[src/decoder_pkg.sv]
package decoder_pkg;

    // Surface-code geometry of the decoder array
    localparam int CODE_DISTANCE_X = 5;
    localparam int CODE_DISTANCE_Z = 4;

    localparam int MEASUREMENT_ROUNDS =
        (CODE_DISTANCE_X > CODE_DISTANCE_Z) ? CODE_DISTANCE_X : CODE_DISTANCE_Z;

    localparam int PER_DIMENSION_WIDTH = $clog2(MEASUREMENT_ROUNDS);  // Bits per coordinate

    // A PU is addressed by its round, row and column coordinates
    localparam int ADDRESS_WIDTH = PER_DIMENSION_WIDTH * 3;

endpackage

[src/msg_pkg.sv]
package msg_pkg;

    typedef logic [decoder_pkg::ADDRESS_WIDTH-1:0] pu_addr_t;

    // Direct message exchanged between processing units
    typedef struct packed {
        pu_addr_t receiver;
        logic     is_odd_root;        // Sender root has odd cardinality
        logic     touching_boundary;  // Sender cluster touches the boundary
    } direct_msg_t;

    typedef enum logic {
        CH_NEIGHBOR = 1'b0,
        CH_BLOCKING = 1'b1
    } msg_channel_t;

    // Word on the master stream with its channel tag in the top bit
    typedef struct packed {
        msg_channel_t channel;
        direct_msg_t  msg;
    } master_word_t;

    localparam int MASTER_FIFO_DEPTH = 16;
    localparam int FIFO_COUNT_WIDTH  = $clog2(MASTER_FIFO_DEPTH + 1);  // Holds 0 to full

endpackage

[src/direct_msg_if.sv]
`timescale 1ns/1ps

interface direct_msg_if (
    input logic clk,
    input logic rst_n
);

    msg_pkg::pu_addr_t receiver_addr;
    logic              is_odd_root;
    logic              touching_boundary;
    logic              valid;
    logic              ready;

    modport sender (
        input  clk,
        input  rst_n,
        output receiver_addr,
        output is_odd_root,
        output touching_boundary,
        output valid,
        input  ready
    );

    modport receiver (
        input  clk,
        input  rst_n,
        input  receiver_addr,
        input  is_odd_root,
        input  touching_boundary,
        input  valid,
        output ready
    );

endinterface

[src/fifo_fwft.sv]
`timescale 1ns/1ps

module fifo_fwft (
    input  logic                  clk,
    input  logic                  rst_n,
    input  logic                  wr_en,
    input  msg_pkg::master_word_t din,
    output logic                  full,
    input  logic                  rd_en,
    output msg_pkg::master_word_t dout,
    output logic                  empty
);

    typedef logic [$clog2(msg_pkg::MASTER_FIFO_DEPTH)-1:0] ptr_t;

    msg_pkg::master_word_t                  mem [msg_pkg::MASTER_FIFO_DEPTH];
    ptr_t                                   wr_ptr;
    ptr_t                                   rd_ptr;
    logic [msg_pkg::FIFO_COUNT_WIDTH-1:0]   count;
    logic                                   do_write;
    logic                                   do_read;

    function automatic ptr_t next_ptr(input ptr_t ptr);
        if (ptr == ptr_t'(msg_pkg::MASTER_FIFO_DEPTH - 1)) begin
            return '0;
        end
        return ptr + 1'b1;
    endfunction

    assign full     = (count == msg_pkg::FIFO_COUNT_WIDTH'(msg_pkg::MASTER_FIFO_DEPTH));
    assign empty    = (count == '0);
    assign do_write = wr_en && !full;  // A write into a full buffer is dropped here
    assign do_read  = rd_en && !empty;
    assign dout     = mem[rd_ptr];     // Head entry is always visible

    always_ff @(posedge clk) begin
        if (do_write) begin
            mem[wr_ptr] <= din;
        end
    end

    always_ff @(posedge clk) begin
        if (!rst_n) begin
            wr_ptr <= '0;
            rd_ptr <= '0;
            count  <= '0;
        end else begin
            if (do_write) begin
                wr_ptr <= next_ptr(wr_ptr);
            end
            if (do_read) begin
                rd_ptr <= next_ptr(rd_ptr);
            end
            case ({do_write, do_read})
                2'b10:   count <= count + 1'b1;
                2'b01:   count <= count - 1'b1;
                default: count <= count;
            endcase
        end
    end

    // The producer must see full before it writes
    a_no_write_when_full: assert property (
        @(posedge clk) disable iff (!rst_n)
        full |-> !wr_en
    ) else $error("fifo_fwft write while full");

    // The consumer must see empty before it pops
    a_no_read_when_empty: assert property (
        @(posedge clk) disable iff (!rst_n)
        empty |-> !rd_en
    ) else $error("fifo_fwft read while empty");

endmodule

[src/msg_skid.sv]
`timescale 1ns/1ps

module msg_skid (
    input  logic                 clk,
    input  logic                 rst_n,
    input  msg_pkg::direct_msg_t pu_data,
    input  logic                 pu_valid,
    output logic                 pu_ready,
    direct_msg_if.sender         link
);

    msg_pkg::direct_msg_t main_data;
    msg_pkg::direct_msg_t spill_data;
    logic                 main_valid;
    logic                 spill_valid;
    logic                 main_free;
    logic                 pu_fire;

    assign pu_ready  = !spill_valid;  // Registered so the PU never sees link.ready
    assign pu_fire   = pu_valid && pu_ready;
    assign main_free = !main_valid || link.ready;

    assign link.receiver_addr     = main_data.receiver;
    assign link.is_odd_root       = main_data.is_odd_root;
    assign link.touching_boundary = main_data.touching_boundary;
    assign link.valid             = main_valid;

    always_ff @(posedge clk) begin
        if (!rst_n) begin
            main_valid  <= 1'b0;
            spill_valid <= 1'b0;
        end else if (main_free) begin
            main_valid  <= spill_valid || pu_fire;  // Spill goes first to keep order
            spill_valid <= 1'b0;
        end else if (pu_fire) begin
            spill_valid <= 1'b1;                    // Late ready drop lands here
        end
    end

    always_ff @(posedge clk) begin
        if (main_free) begin
            main_data <= spill_valid ? spill_data : pu_data;
        end
        if (!main_free && pu_fire) begin
            spill_data <= pu_data;
        end
    end

    // A stalled message on the link must not change until it is taken
    a_link_stable: assert property (
        @(posedge link.clk) disable iff (!link.rst_n)
        link.valid && !link.ready |=>
            link.valid &&
            $stable({link.receiver_addr, link.is_odd_root, link.touching_boundary})
    ) else $error("msg_skid link changed while stalled");

endmodule

[src/pu_arbitration_unit.sv]
`timescale 1ns/1ps

module pu_arbitration_unit (
    input  logic                  clk,
    input  logic                  rst_n,
    direct_msg_if.receiver        neighbor_out,
    direct_msg_if.receiver        blocking_out,
    output msg_pkg::direct_msg_t  neighbor_in_data,
    output logic                  neighbor_in_valid,
    input  logic                  neighbor_in_ready,
    output msg_pkg::direct_msg_t  blocking_in_data,
    output logic                  blocking_in_valid,
    input  logic                  blocking_in_ready,
    output msg_pkg::master_word_t master_out_data,
    output logic                  master_out_valid,
    input  logic                  master_out_ready,
    input  msg_pkg::master_word_t master_in_data,
    input  logic                  master_in_valid,
    output logic                  master_in_ready,
    output logic                  has_flying_messages
);

    msg_pkg::direct_msg_t  neighbor_msg;
    msg_pkg::direct_msg_t  blocking_msg;
    msg_pkg::master_word_t out_word;
    logic                  out_wr;
    logic                  out_full;
    logic                  out_empty;
    msg_pkg::master_word_t in_head;
    logic                  in_wr;
    logic                  in_rd;
    logic                  in_full;
    logic                  in_empty;

    assign neighbor_msg = '{
        receiver:          neighbor_out.receiver_addr,
        is_odd_root:       neighbor_out.is_odd_root,
        touching_boundary: neighbor_out.touching_boundary
    };
    assign blocking_msg = '{
        receiver:          blocking_out.receiver_addr,
        is_odd_root:       blocking_out.is_odd_root,
        touching_boundary: blocking_out.touching_boundary
    };

    always_comb begin
        neighbor_out.ready = 1'b0;
        blocking_out.ready = 1'b0;
        out_word.channel   = msg_pkg::CH_BLOCKING;
        out_word.msg       = blocking_msg;
        if (!out_full) begin
            if (neighbor_out.valid) begin  // Neighbor messages win every tie
                neighbor_out.ready = 1'b1;
                out_word.channel   = msg_pkg::CH_NEIGHBOR;
                out_word.msg       = neighbor_msg;
            end else if (blocking_out.valid) begin
                blocking_out.ready = 1'b1;
            end
        end
    end

    assign out_wr           = neighbor_out.ready || blocking_out.ready;
    assign master_out_valid = !out_empty;

    fifo_fwft out_fifo_i (
        .clk   (clk),
        .rst_n (rst_n),
        .wr_en (out_wr),
        .din   (out_word),
        .full  (out_full),
        .rd_en (master_out_ready && !out_empty),
        .dout  (master_out_data),
        .empty (out_empty)
    );

    assign master_in_ready = !in_full;
    assign in_wr           = master_in_valid && !in_full;

    fifo_fwft in_fifo_i (
        .clk   (clk),
        .rst_n (rst_n),
        .wr_en (in_wr),
        .din   (master_in_data),
        .full  (in_full),
        .rd_en (in_rd),
        .dout  (in_head),
        .empty (in_empty)
    );

    assign neighbor_in_data = in_head.msg;
    assign blocking_in_data = in_head.msg;

    // The head tag steers the word and only its channel may pop it
    always_comb begin
        neighbor_in_valid = 1'b0;
        blocking_in_valid = 1'b0;
        in_rd             = 1'b0;
        if (!in_empty) begin
            if (in_head.channel == msg_pkg::CH_NEIGHBOR) begin
                neighbor_in_valid = 1'b1;
                in_rd             = neighbor_in_ready;
            end else begin
                blocking_in_valid = 1'b1;
                in_rd             = blocking_in_ready;
            end
        end
    end

    // Spill entries sit behind a valid main register so the skid valids cover them
    assign has_flying_messages = neighbor_out.valid || blocking_out.valid ||
                                 !out_empty || !in_empty;

endmodule

[src/pu_link_top.sv]
`timescale 1ns/1ps

module pu_link_top (
    input  logic                  clk,
    input  logic                  rst_n,

    input  msg_pkg::direct_msg_t  neighbor_out_data,
    input  logic                  neighbor_out_valid,
    output logic                  neighbor_out_ready,

    input  msg_pkg::direct_msg_t  blocking_out_data,
    input  logic                  blocking_out_valid,
    output logic                  blocking_out_ready,

    output msg_pkg::direct_msg_t  neighbor_in_data,
    output logic                  neighbor_in_valid,
    input  logic                  neighbor_in_ready,

    output msg_pkg::direct_msg_t  blocking_in_data,
    output logic                  blocking_in_valid,
    input  logic                  blocking_in_ready,

    output msg_pkg::master_word_t master_out_data,
    output logic                  master_out_valid,
    input  logic                  master_out_ready,

    input  msg_pkg::master_word_t master_in_data,
    input  logic                  master_in_valid,
    output logic                  master_in_ready,

    output logic                  has_flying_messages
);

    direct_msg_if neighbor_link (.clk(clk), .rst_n(rst_n));
    direct_msg_if blocking_link (.clk(clk), .rst_n(rst_n));

    msg_skid neighbor_skid_i (
        .clk      (clk),
        .rst_n    (rst_n),
        .pu_data  (neighbor_out_data),
        .pu_valid (neighbor_out_valid),
        .pu_ready (neighbor_out_ready),
        .link     (neighbor_link.sender)
    );

    msg_skid blocking_skid_i (
        .clk      (clk),
        .rst_n    (rst_n),
        .pu_data  (blocking_out_data),
        .pu_valid (blocking_out_valid),
        .pu_ready (blocking_out_ready),
        .link     (blocking_link.sender)
    );

    pu_arbitration_unit arbitration_unit_i (
        .clk                 (clk),
        .rst_n               (rst_n),
        .neighbor_out        (neighbor_link.receiver),
        .blocking_out        (blocking_link.receiver),
        .neighbor_in_data    (neighbor_in_data),
        .neighbor_in_valid   (neighbor_in_valid),
        .neighbor_in_ready   (neighbor_in_ready),
        .blocking_in_data    (blocking_in_data),
        .blocking_in_valid   (blocking_in_valid),
        .blocking_in_ready   (blocking_in_ready),
        .master_out_data     (master_out_data),
        .master_out_valid    (master_out_valid),
        .master_out_ready    (master_out_ready),
        .master_in_data      (master_in_data),
        .master_in_valid     (master_in_valid),
        .master_in_ready     (master_in_ready),
        .has_flying_messages (has_flying_messages)
    );

endmodule

[config.mk]
export PLATFORM = sky130hd
export DESIGN_NAME = pu_link_top
export DESIGN_NICKNAME = d
export VERILOG_FILES = /design/src/decoder_pkg.sv /design/src/msg_pkg.sv /design/src/direct_msg_if.sv /design/src/fifo_fwft.sv /design/src/msg_skid.sv /design/src/pu_arbitration_unit.sv /design/src/pu_link_top.sv
export SDC_FILE = /design/constraint.sdc
export NUM_CORES = 1
export LEC_CHECK = 0
export BUFFER_PORTS_ARGS = -buffer_cell sky130_fd_sc_hd__buf_2
export CORE_MARGIN = 2
export CORE_UTILIZATION = 55
export CTS_CLUSTER_DIAMETER = 120
export DETAILED_ROUTE_END_ITERATION = 6
export GPL_TIMING_DRIVEN = 0
export PLACE_DENSITY = 0.75
export SLEW_MARGIN = 20
export SYNTH_ARGS = -nofsm -noshare
export SYNTH_HDL_FRONTEND = slang
export SYNTH_HIERARCHICAL = 1
export SYNTH_SLANG_ARGS = --single-unit
[constraint.sdc]
create_clock -name clk -period 3.9 [get_ports clk]
set_clock_uncertainty 0.1 [all_clocks]
set_input_delay 0 -clock clk [delete_from_list [all_inputs] [get_ports clk]]
set_output_delay 0 -clock clk [all_outputs]
set_load 0.02 [all_outputs]
==> run summary, run 1 <==
Initial Util - 0.5554
Worst-path clk slew - 60 ps
Root Buffer - clkbuf_16
area share of the largest cell type after synthesis - 0.6935
worst-margin pin slew - 923.0 ps
filler cell count - 2,237
initial antenna violation count - 0
critical path arrival - 4050 ps
mean routed wirelength per cell - 24.32 um
vias in the first global route - 9,492
die height - 187.6 um
Worst Hold Depth - 6
Pins Over Slew Limit - 0
die width - 187.6 um
failing checks - hold timing
WP data required - 4270 ps
via/cell ratio - 5.878
Post-synth top flop - edfxtp_1
critical hold path startpoint - neighbor_in_ready
TritonCTS clock tree - yes
reg2reg setup slack - 220 ps
cell area after layout - 21,660 um2
mapped cell area - 18,530 um2
pre-CTS setup slack - -628.7 ps
period utilization - 0.9433
Diodes inserted - 0
Core Rows - 67
PortBufs - 82
Cells after Synth - 883
Longest Clk Path Bufs - 3
drt first pass iters - 5
fin crit period - 3679 ps
nets - 1,137
flops & latches, synth - 466
share of synthesized registers carrying an async set or reset - 0
sequential area share after synthesis - 0.7346
MaxCap Viol Count - 0
status - finished, violations left
synth warn - 6
largest net degree at the start of global routing - 19
full die area - 35,180 um2
Relative slew margins - 0.3847
clk sinks - 466
via count - 9,175
initial DRC count - 1,006
final hold vios - 2
GRT Total Usage - 0.2204
H-tree depth - 2
total power draw - 12.44 mW
Peak VDD IR - 0.3116 mV
Congestion Overflow GR - 0
crit path capture type - register
Hold Worst Slack - -16.14 ps
leading cell types by count after synthesis - edfxtp_1 (428), mux4_2 (120), dfxtp_1 (38)
clock latency on the worst-skew pair - 560 ps
drt drc - 0
layout cells sized above 1 - 0.3513
maximum fanout along the worst path - 10
Lkg Pwr - 7.178 nW
syn_nets - 941
Final GP Congestion - 0.7562
Min-Delay Path Class - input pin to register
final setup TNS - 0 ps
Area Growth Syn to Fin - 16.89%
Top Ports - 83
PD cells - 574.2 nW/um2
distinct cell type count after synthesis - 47
first-pass GRT wire length - 57,540 um
Post-synth EDFFs - 428
Reg2Reg Depth - 14
final setup margin - 221.3 ps
Area after DPL - 19,680 um2
kind of critical path - register to register
Final setup viols - 0
CTS Buf Count - 45
DPL Wire Length - 23,060 um
core area - 33,360 um2
most frequent cell after synthesis - edfxtp_1
Syn Area/Cell - 20.99 um2
leading area contributor after synthesis - edfxtp_1
top cells by area, synth - edfxtp_1 (69%), mux4_2 (15%), dfxtp_1 (4.1%)
post-route ant nets - 0
final WL - 37,970 um
Achievable Freq - 271.8 MHz
CP Launch Type - register
==> final timing paths <==
path	to
setup / recovery	arbitration_unit_i/in_fifo_i/count[2]
hold reg to reg	arbitration_unit_i/in_fifo_i/count[3]
hold / removal	register
setup reg to reg	arbitration_unit_i/in_fifo_i/count[2]
==> final cells by class <==
cell class | instances | area (um2) | share of cell area
Timing Repair Buffer | 151 | 1008 | 0.04655
Buffer | 50 | 385.4 | 0.01779
Tap cell | 448 | 560.5 | 0.02588
Clock buffer | 61 | 1257 | 0.05805
Sequential cell | 466 | 13620 | 0.6285
Clock inverter | 20 | 195.2 | 0.009011
Multi-Input combinational cell | 348 | 4576 | 0.2112
Inverter | 17 | 63.81 | 0.002946
==> kinds of logic (layout without fill, tap and decap cells) <==
logic type,after synthesis,after routing,synth area share
compound gates,52,52,0.01931
xor+xnor,10,10,0.004727
fa+ha+maj,16,16,0.01080
buf+inv,69,299,0.02269
flops,466,466,0.7346
mux,164,164,0.1735
simple gates,106,106,0.03443
==> through the flow <==
stage,instances,hold WS (ps),utilization
floorplan,883,-1.131,-
global placement,1413,92.14,0.5845
detailed placement,1431,95.06,0.5897
CTS,1557,3.309,0.6478
global route,1561,11.71,0.6493
finish,1561,-16.14,0.6493
==> state kept, by name, summed over array words and instances, names as in the netlist, named ones only <==
signal,flops
arbitration_unit_i/in_fifo_i/count,5
arbitration_unit_i/in_fifo_i/mem,192
arbitration_unit_i/in_fifo_i/rd_ptr,4
arbitration_unit_i/in_fifo_i/wr_ptr,4
arbitration_unit_i/out_fifo_i/count,5
arbitration_unit_i/out_fifo_i/mem,192
arbitration_unit_i/out_fifo_i/rd_ptr,4
arbitration_unit_i/out_fifo_i/wr_ptr,4
blocking_skid_i/link.is_odd_root,1
blocking_skid_i/link.receiver_addr,9
blocking_skid_i/link.touching_boundary,1
blocking_skid_i/link.valid,1
blocking_skid_i/spill_data,11
blocking_skid_i/spill_valid,1
neighbor_skid_i/link.is_odd_root,1
neighbor_skid_i/link.receiver_addr,9
neighbor_skid_i/link.touching_boundary,1
neighbor_skid_i/link.valid,1
neighbor_skid_i/spill_data,11
neighbor_skid_i/spill_valid,1
==> report_power, final <==
| part | total, mW | internal, mW | switching [mW] |
|---|---|---|---|
| Combinational | 2.34 | 1.11 | 1.23 |
| Sequential | 5.81 | 5.72 | 0.0944 |
| Clock | 4.28 | 2.47 | 1.82 |
==> per-layer routing <==
layer  wire, um  GRT usage  share of wire  vias to the layer above
met1      16100     0.3152           0.42                     4751
met5          0          0              0                        -
li1           -          -              -                     4008
met2      18630     0.3575           0.49                      347
met4        913    0.06269          0.024                        0
met3       2324    0.03612          0.061                       69
==> critical path, stage by stage (launching register included) <==
cell and delay, ps:
dfxtp_2 390, buf_6 220, mux4_2 530, mux4_2 540, mux2i_1 160, nor2_2 180, o21ai_2 130, inv_1 130
ha_4 190, xor2_1 180, ha_1 200, a21oi_1 60, xor2_1 150, or3_1 300, a21oi_1 140
==> repair_timing <==
item | in CTS | in global routing
cloned | 0 | 0
buffers inserted | 5 | 5
resized for setup | 13 | 9
pin swaps | 1 | 1
hold endpoints to repair | 284 | 0
endpoints found under the setup margin | 4 | 3
hold buffers | 41 | 0
==> cell usage in the layout (no fill, tap or decap), drive strengths merged, types with 3 or more instances in the layout <==
| cell type | n |
|---|---|
| clkbuf | 74 |
| o21ai | 14 |
| nand2b | 4 |
| and2 | 24 |
| edfxtp | 428 |
| nand2 | 12 |
| nor4b | 10 |
| dfxtp | 38 |
| xor2 | 8 |
| mux4 | 120 |
| mux2 | 33 |
| clkinv | 18 |
| ha | 16 |
| a21oi | 18 |
| buf | 147 |
| dlygate4sd3 | 41 |
| o211ai | 4 |
| nor2 | 24 |
| mux2i | 11 |
| a311o | 4 |
| inv | 16 |
| bufinv | 3 |
| nor2b | 8 |
| nand3 | 3 |
| nor3b | 7 |
Note: power is estimated with default switching activity, not from simulation.
==> inputs of run 2 (changes only) <==
Settings changed: CORE_UTILIZATION 55 to 57, CTS_BUF_LIST set to sky130_fd_sc_hd__clkbuf_4, PLACE_DENSITY 0.75 to 0.78.
==> run summary, run 2 (synthesis results as in run 1) <==
status - finished clean (was finished, violations left)
full die area - 33,970 um2 (was 35,180 um2)
Pins Over Slew Limit - 0 (unchanged)
drt first pass iters - 5 (unchanged)
Top delay family on crit path - multiplexers (unchanged)
MaxCap Viol Count - 0 (unchanged)
P_sw - 3.241 mW (was 3.140 mW)
clk sinks - 466 (unchanged)
critical path arrival - 4280 ps (was 4050 ps)
part of the power in combinational logic - 0.191 (was 0.188)
Achievable Freq - 269.8 MHz (was 271.8 MHz)
maximum fanout along the worst path - 10 (unchanged)
mean routed wirelength per cell - 22.88 um (was 24.32 um)
Area after DPL - 19,670 um2 (was 19,680 um2)
worst-margin pin slew - 948.9 ps (was 923.0 ps)
WP data required - 4470 ps (was 4270 ps)
GRT Total Usage - 0.2403 (was 0.2204)
unrepaired setup endpoints after global routing - false
CP endpoint - arbitration_unit_i/in_fifo_i/rd_ptr[3] (was arbitration_unit_i/in_fifo_i/count[2])
die width - 184.3 um (was 187.6 um)
Longest Clk Path Bufs - 3 (unchanged)
R2R Path End - arbitration_unit_i/in_fifo_i/rd_ptr[3] (was arbitration_unit_i/in_fifo_i/count[2])
die height - 184.3 um (was 187.6 um)
drt drc - 0 (unchanged)
cell area after layout - 21,970 um2 (was 21,660 um2)
core area - 32,290 um2 (was 33,360 um2)
nets - 1,232 (was 1,137)
crit path capture type - register (unchanged)
Top Ports - 83 (unchanged)
reg2reg setup slack - 190 ps (was 220 ps)
sw frac - 0.2666 (was 0.2525)
period utilization - 0.9505 (was 0.9433)
fin crit period - 3707 ps (was 3679 ps)
first-pass GRT wire length - 59,110 um (was 57,540 um)
H-tree depth - 3 (was 2)
sequential share of power - 0.478 (was 0.468)
PD cells - 553.4 nW/um2 (was 574.2 nW/um2)
highest cell delay on the worst timing path - 650 ps (was 540 ps)
Relative slew margins - 0.3674 (was 0.3847)
Peak VDD IR - 0.4084 mV (was 0.3116 mV)
CP Launch Type - register (unchanged)
cell chain of the critical path - buf_12, buf_12, mux4_2, mux4_2, mux2i_1, nor2_2, o21ai_2, dlygate4sd3_1, or3b_2, a21oi_1 (was buf_6, mux4_2, mux4_2, mux2i_1, nor2_2, o21ai_2, inv_1, ha_4, xor2_1, ha_1, a21oi_1, xor2_1, or3_1, a21oi_1)
CTS Buf Count - 111 (was 45)
Initial Util - 0.5739 (was 0.5554)
PortBufs - 82 (unchanged)
Reg2Reg Depth - 10 (was 14)
final hold vios - 0 (was 2)
Area Growth Syn to Fin - 18.56% (was 16.89%)
most frequent cells in the layout - edfxtp_1 (428), clkbuf_4 (169), mux4_2 (120) (was edfxtp_1 (428), mux4_2 (120), buf_2 (100))
Congestion Overflow GR - 0 (unchanged)
Root Buffer - clkbuf_4 (was clkbuf_16)
TritonCTS clock tree - yes (unchanged)
final WL - 39,120 um (was 37,970 um)
Power Internal - 8.918 mW (was 9.298 mW)
initial antenna violation count - 2 (was 0)
via/cell ratio - 5.729 (was 5.878)
clock power share - 0.331 (was 0.344)
worst path bufs/invs - 3 (was 2)
vias in the first global route - 10,200 (was 9,492)
Min-Delay Path Class - input pin to register (unchanged)
post-route ant nets - 0 (unchanged)
layout cells sized above 1 - 0.3910 (was 0.3513)
DPL Wire Length - 23,190 um (was 23,060 um)
Crit-path slowest cell - dlygate4sd3_1 (was mux4_2)
kind of critical path - register to register (unchanged)
Lkg Pwr - 7.440 nW (was 7.178 nW)
most common cell after layout, fill and taps aside - edfxtp_1 (unchanged)
largest net degree at the start of global routing - 19 (unchanged)
Final setup viols - 0 (unchanged)
post-layout util - 0.6805 (was 0.6493)
clock latency on the worst-skew pair - 780 ps (was 560 ps)
initial DRC count - 977 (was 1,006)
Core Rows - 66 (was 67)
Worst Hold Depth - 3 (was 6)
Final GP Congestion - 0.7651 (was 0.7562)
via count - 9,797 (was 9,175)
critical path depth - 10 (was 14)
Worst-path clk slew - 80 ps (was 60 ps)
Top Registers - arbitration_unit_i/in_fifo_i/mem x192, arbitration_unit_i/out_fifo_i/mem x192 (unchanged)
run 2: tightest hold or removal path, stage by stage:
cell and delay (ps):
dlygate4sd3_1 520, buf_2 110, mux2_2 150
run 2: worst min path at each step:
| stage | end | from |
|---|---|---|
| after global routing | neighbor_skid_i/link.receiver_addr[2] | neighbor_out_data[4] |
| final | blocking_skid_i/link.receiver_addr[1] | blocking_out_data[3] |
| after detailed placement | neighbor_skid_i/spill_data[0] | neighbor_out_data[0] |
| after CTS | arbitration_unit_i/in_fifo_i/mem[8][7] | master_in_data[7] |
| after floorplan | arbitration_unit_i/in_fifo_i/mem[0][0] | master_in_data[0] |
| after global placement | neighbor_skid_i/spill_data[0] | neighbor_out_data[0] |
run 2: metal layers:
metal	share of wire	vias up	track usage
li1	-	4283	-
met2	0.49	459	0.3877
met4	0.018	0	0.07936
met1	0.41	4998	0.3271
met3	0.080	57	0.05770
met5	0	-	0
run 2: cell type report:
cell class              count  area (um2)
diodes                      2       5.005
plain buffers              51       386.6
clock buffers             168        1261
clock inverters            37       205.2
fillers                  1990       10320
inverters                  17       63.81
multi-input cells         348        4573
flip-flops and latches    466       13610
well taps                 442       553.0
repair buffers            179        1309
run 2: what timing repair did:
| item | 4_1_cts | 5_1_grt |
|---|---|---|
| hold buffers | 78 | 0 |
| setup buffers | 1 | 0 |
| hold endpoints to repair | 310 | 0 |
| pin swaps | 0 | 0 |
| resized for setup | 10 | 5 |
| endpoints found under the setup margin | 4 | 4 |
run 2: through the flow:
stage | setup TNS [ps] | total power, mW | hold WS, ps | cells | worst slack (ps)
after floorplan | 0 | 7.499 | -1.131 | 883 | 275.5
after global placement | -89860 | 8.044 | 93.54 | 1407 | -1080
after detailed placement | -1697 | 8.136 | 92.49 | 1425 | -597.2
after CTS | 0 | 12.19 | 0.5098 | 1708 | 87.37
after global routing | 0 | 12.68 | -3.248 | 1710 | 24.73
final | 0 | 12.16 | 22.94 | 1710 | 193.0
run 2: power by group through the flow:
stage               Combinational (mW)  Sequential (mW)  Clock (mW)
floorplan                         1.61             5.89           0
global placement                  2.14             5.91           0
detailed placement                2.22             5.91           0
CTS                               2.32             5.80        4.06
global route                      2.50             5.82        4.35
finish                            2.33             5.81        4.02
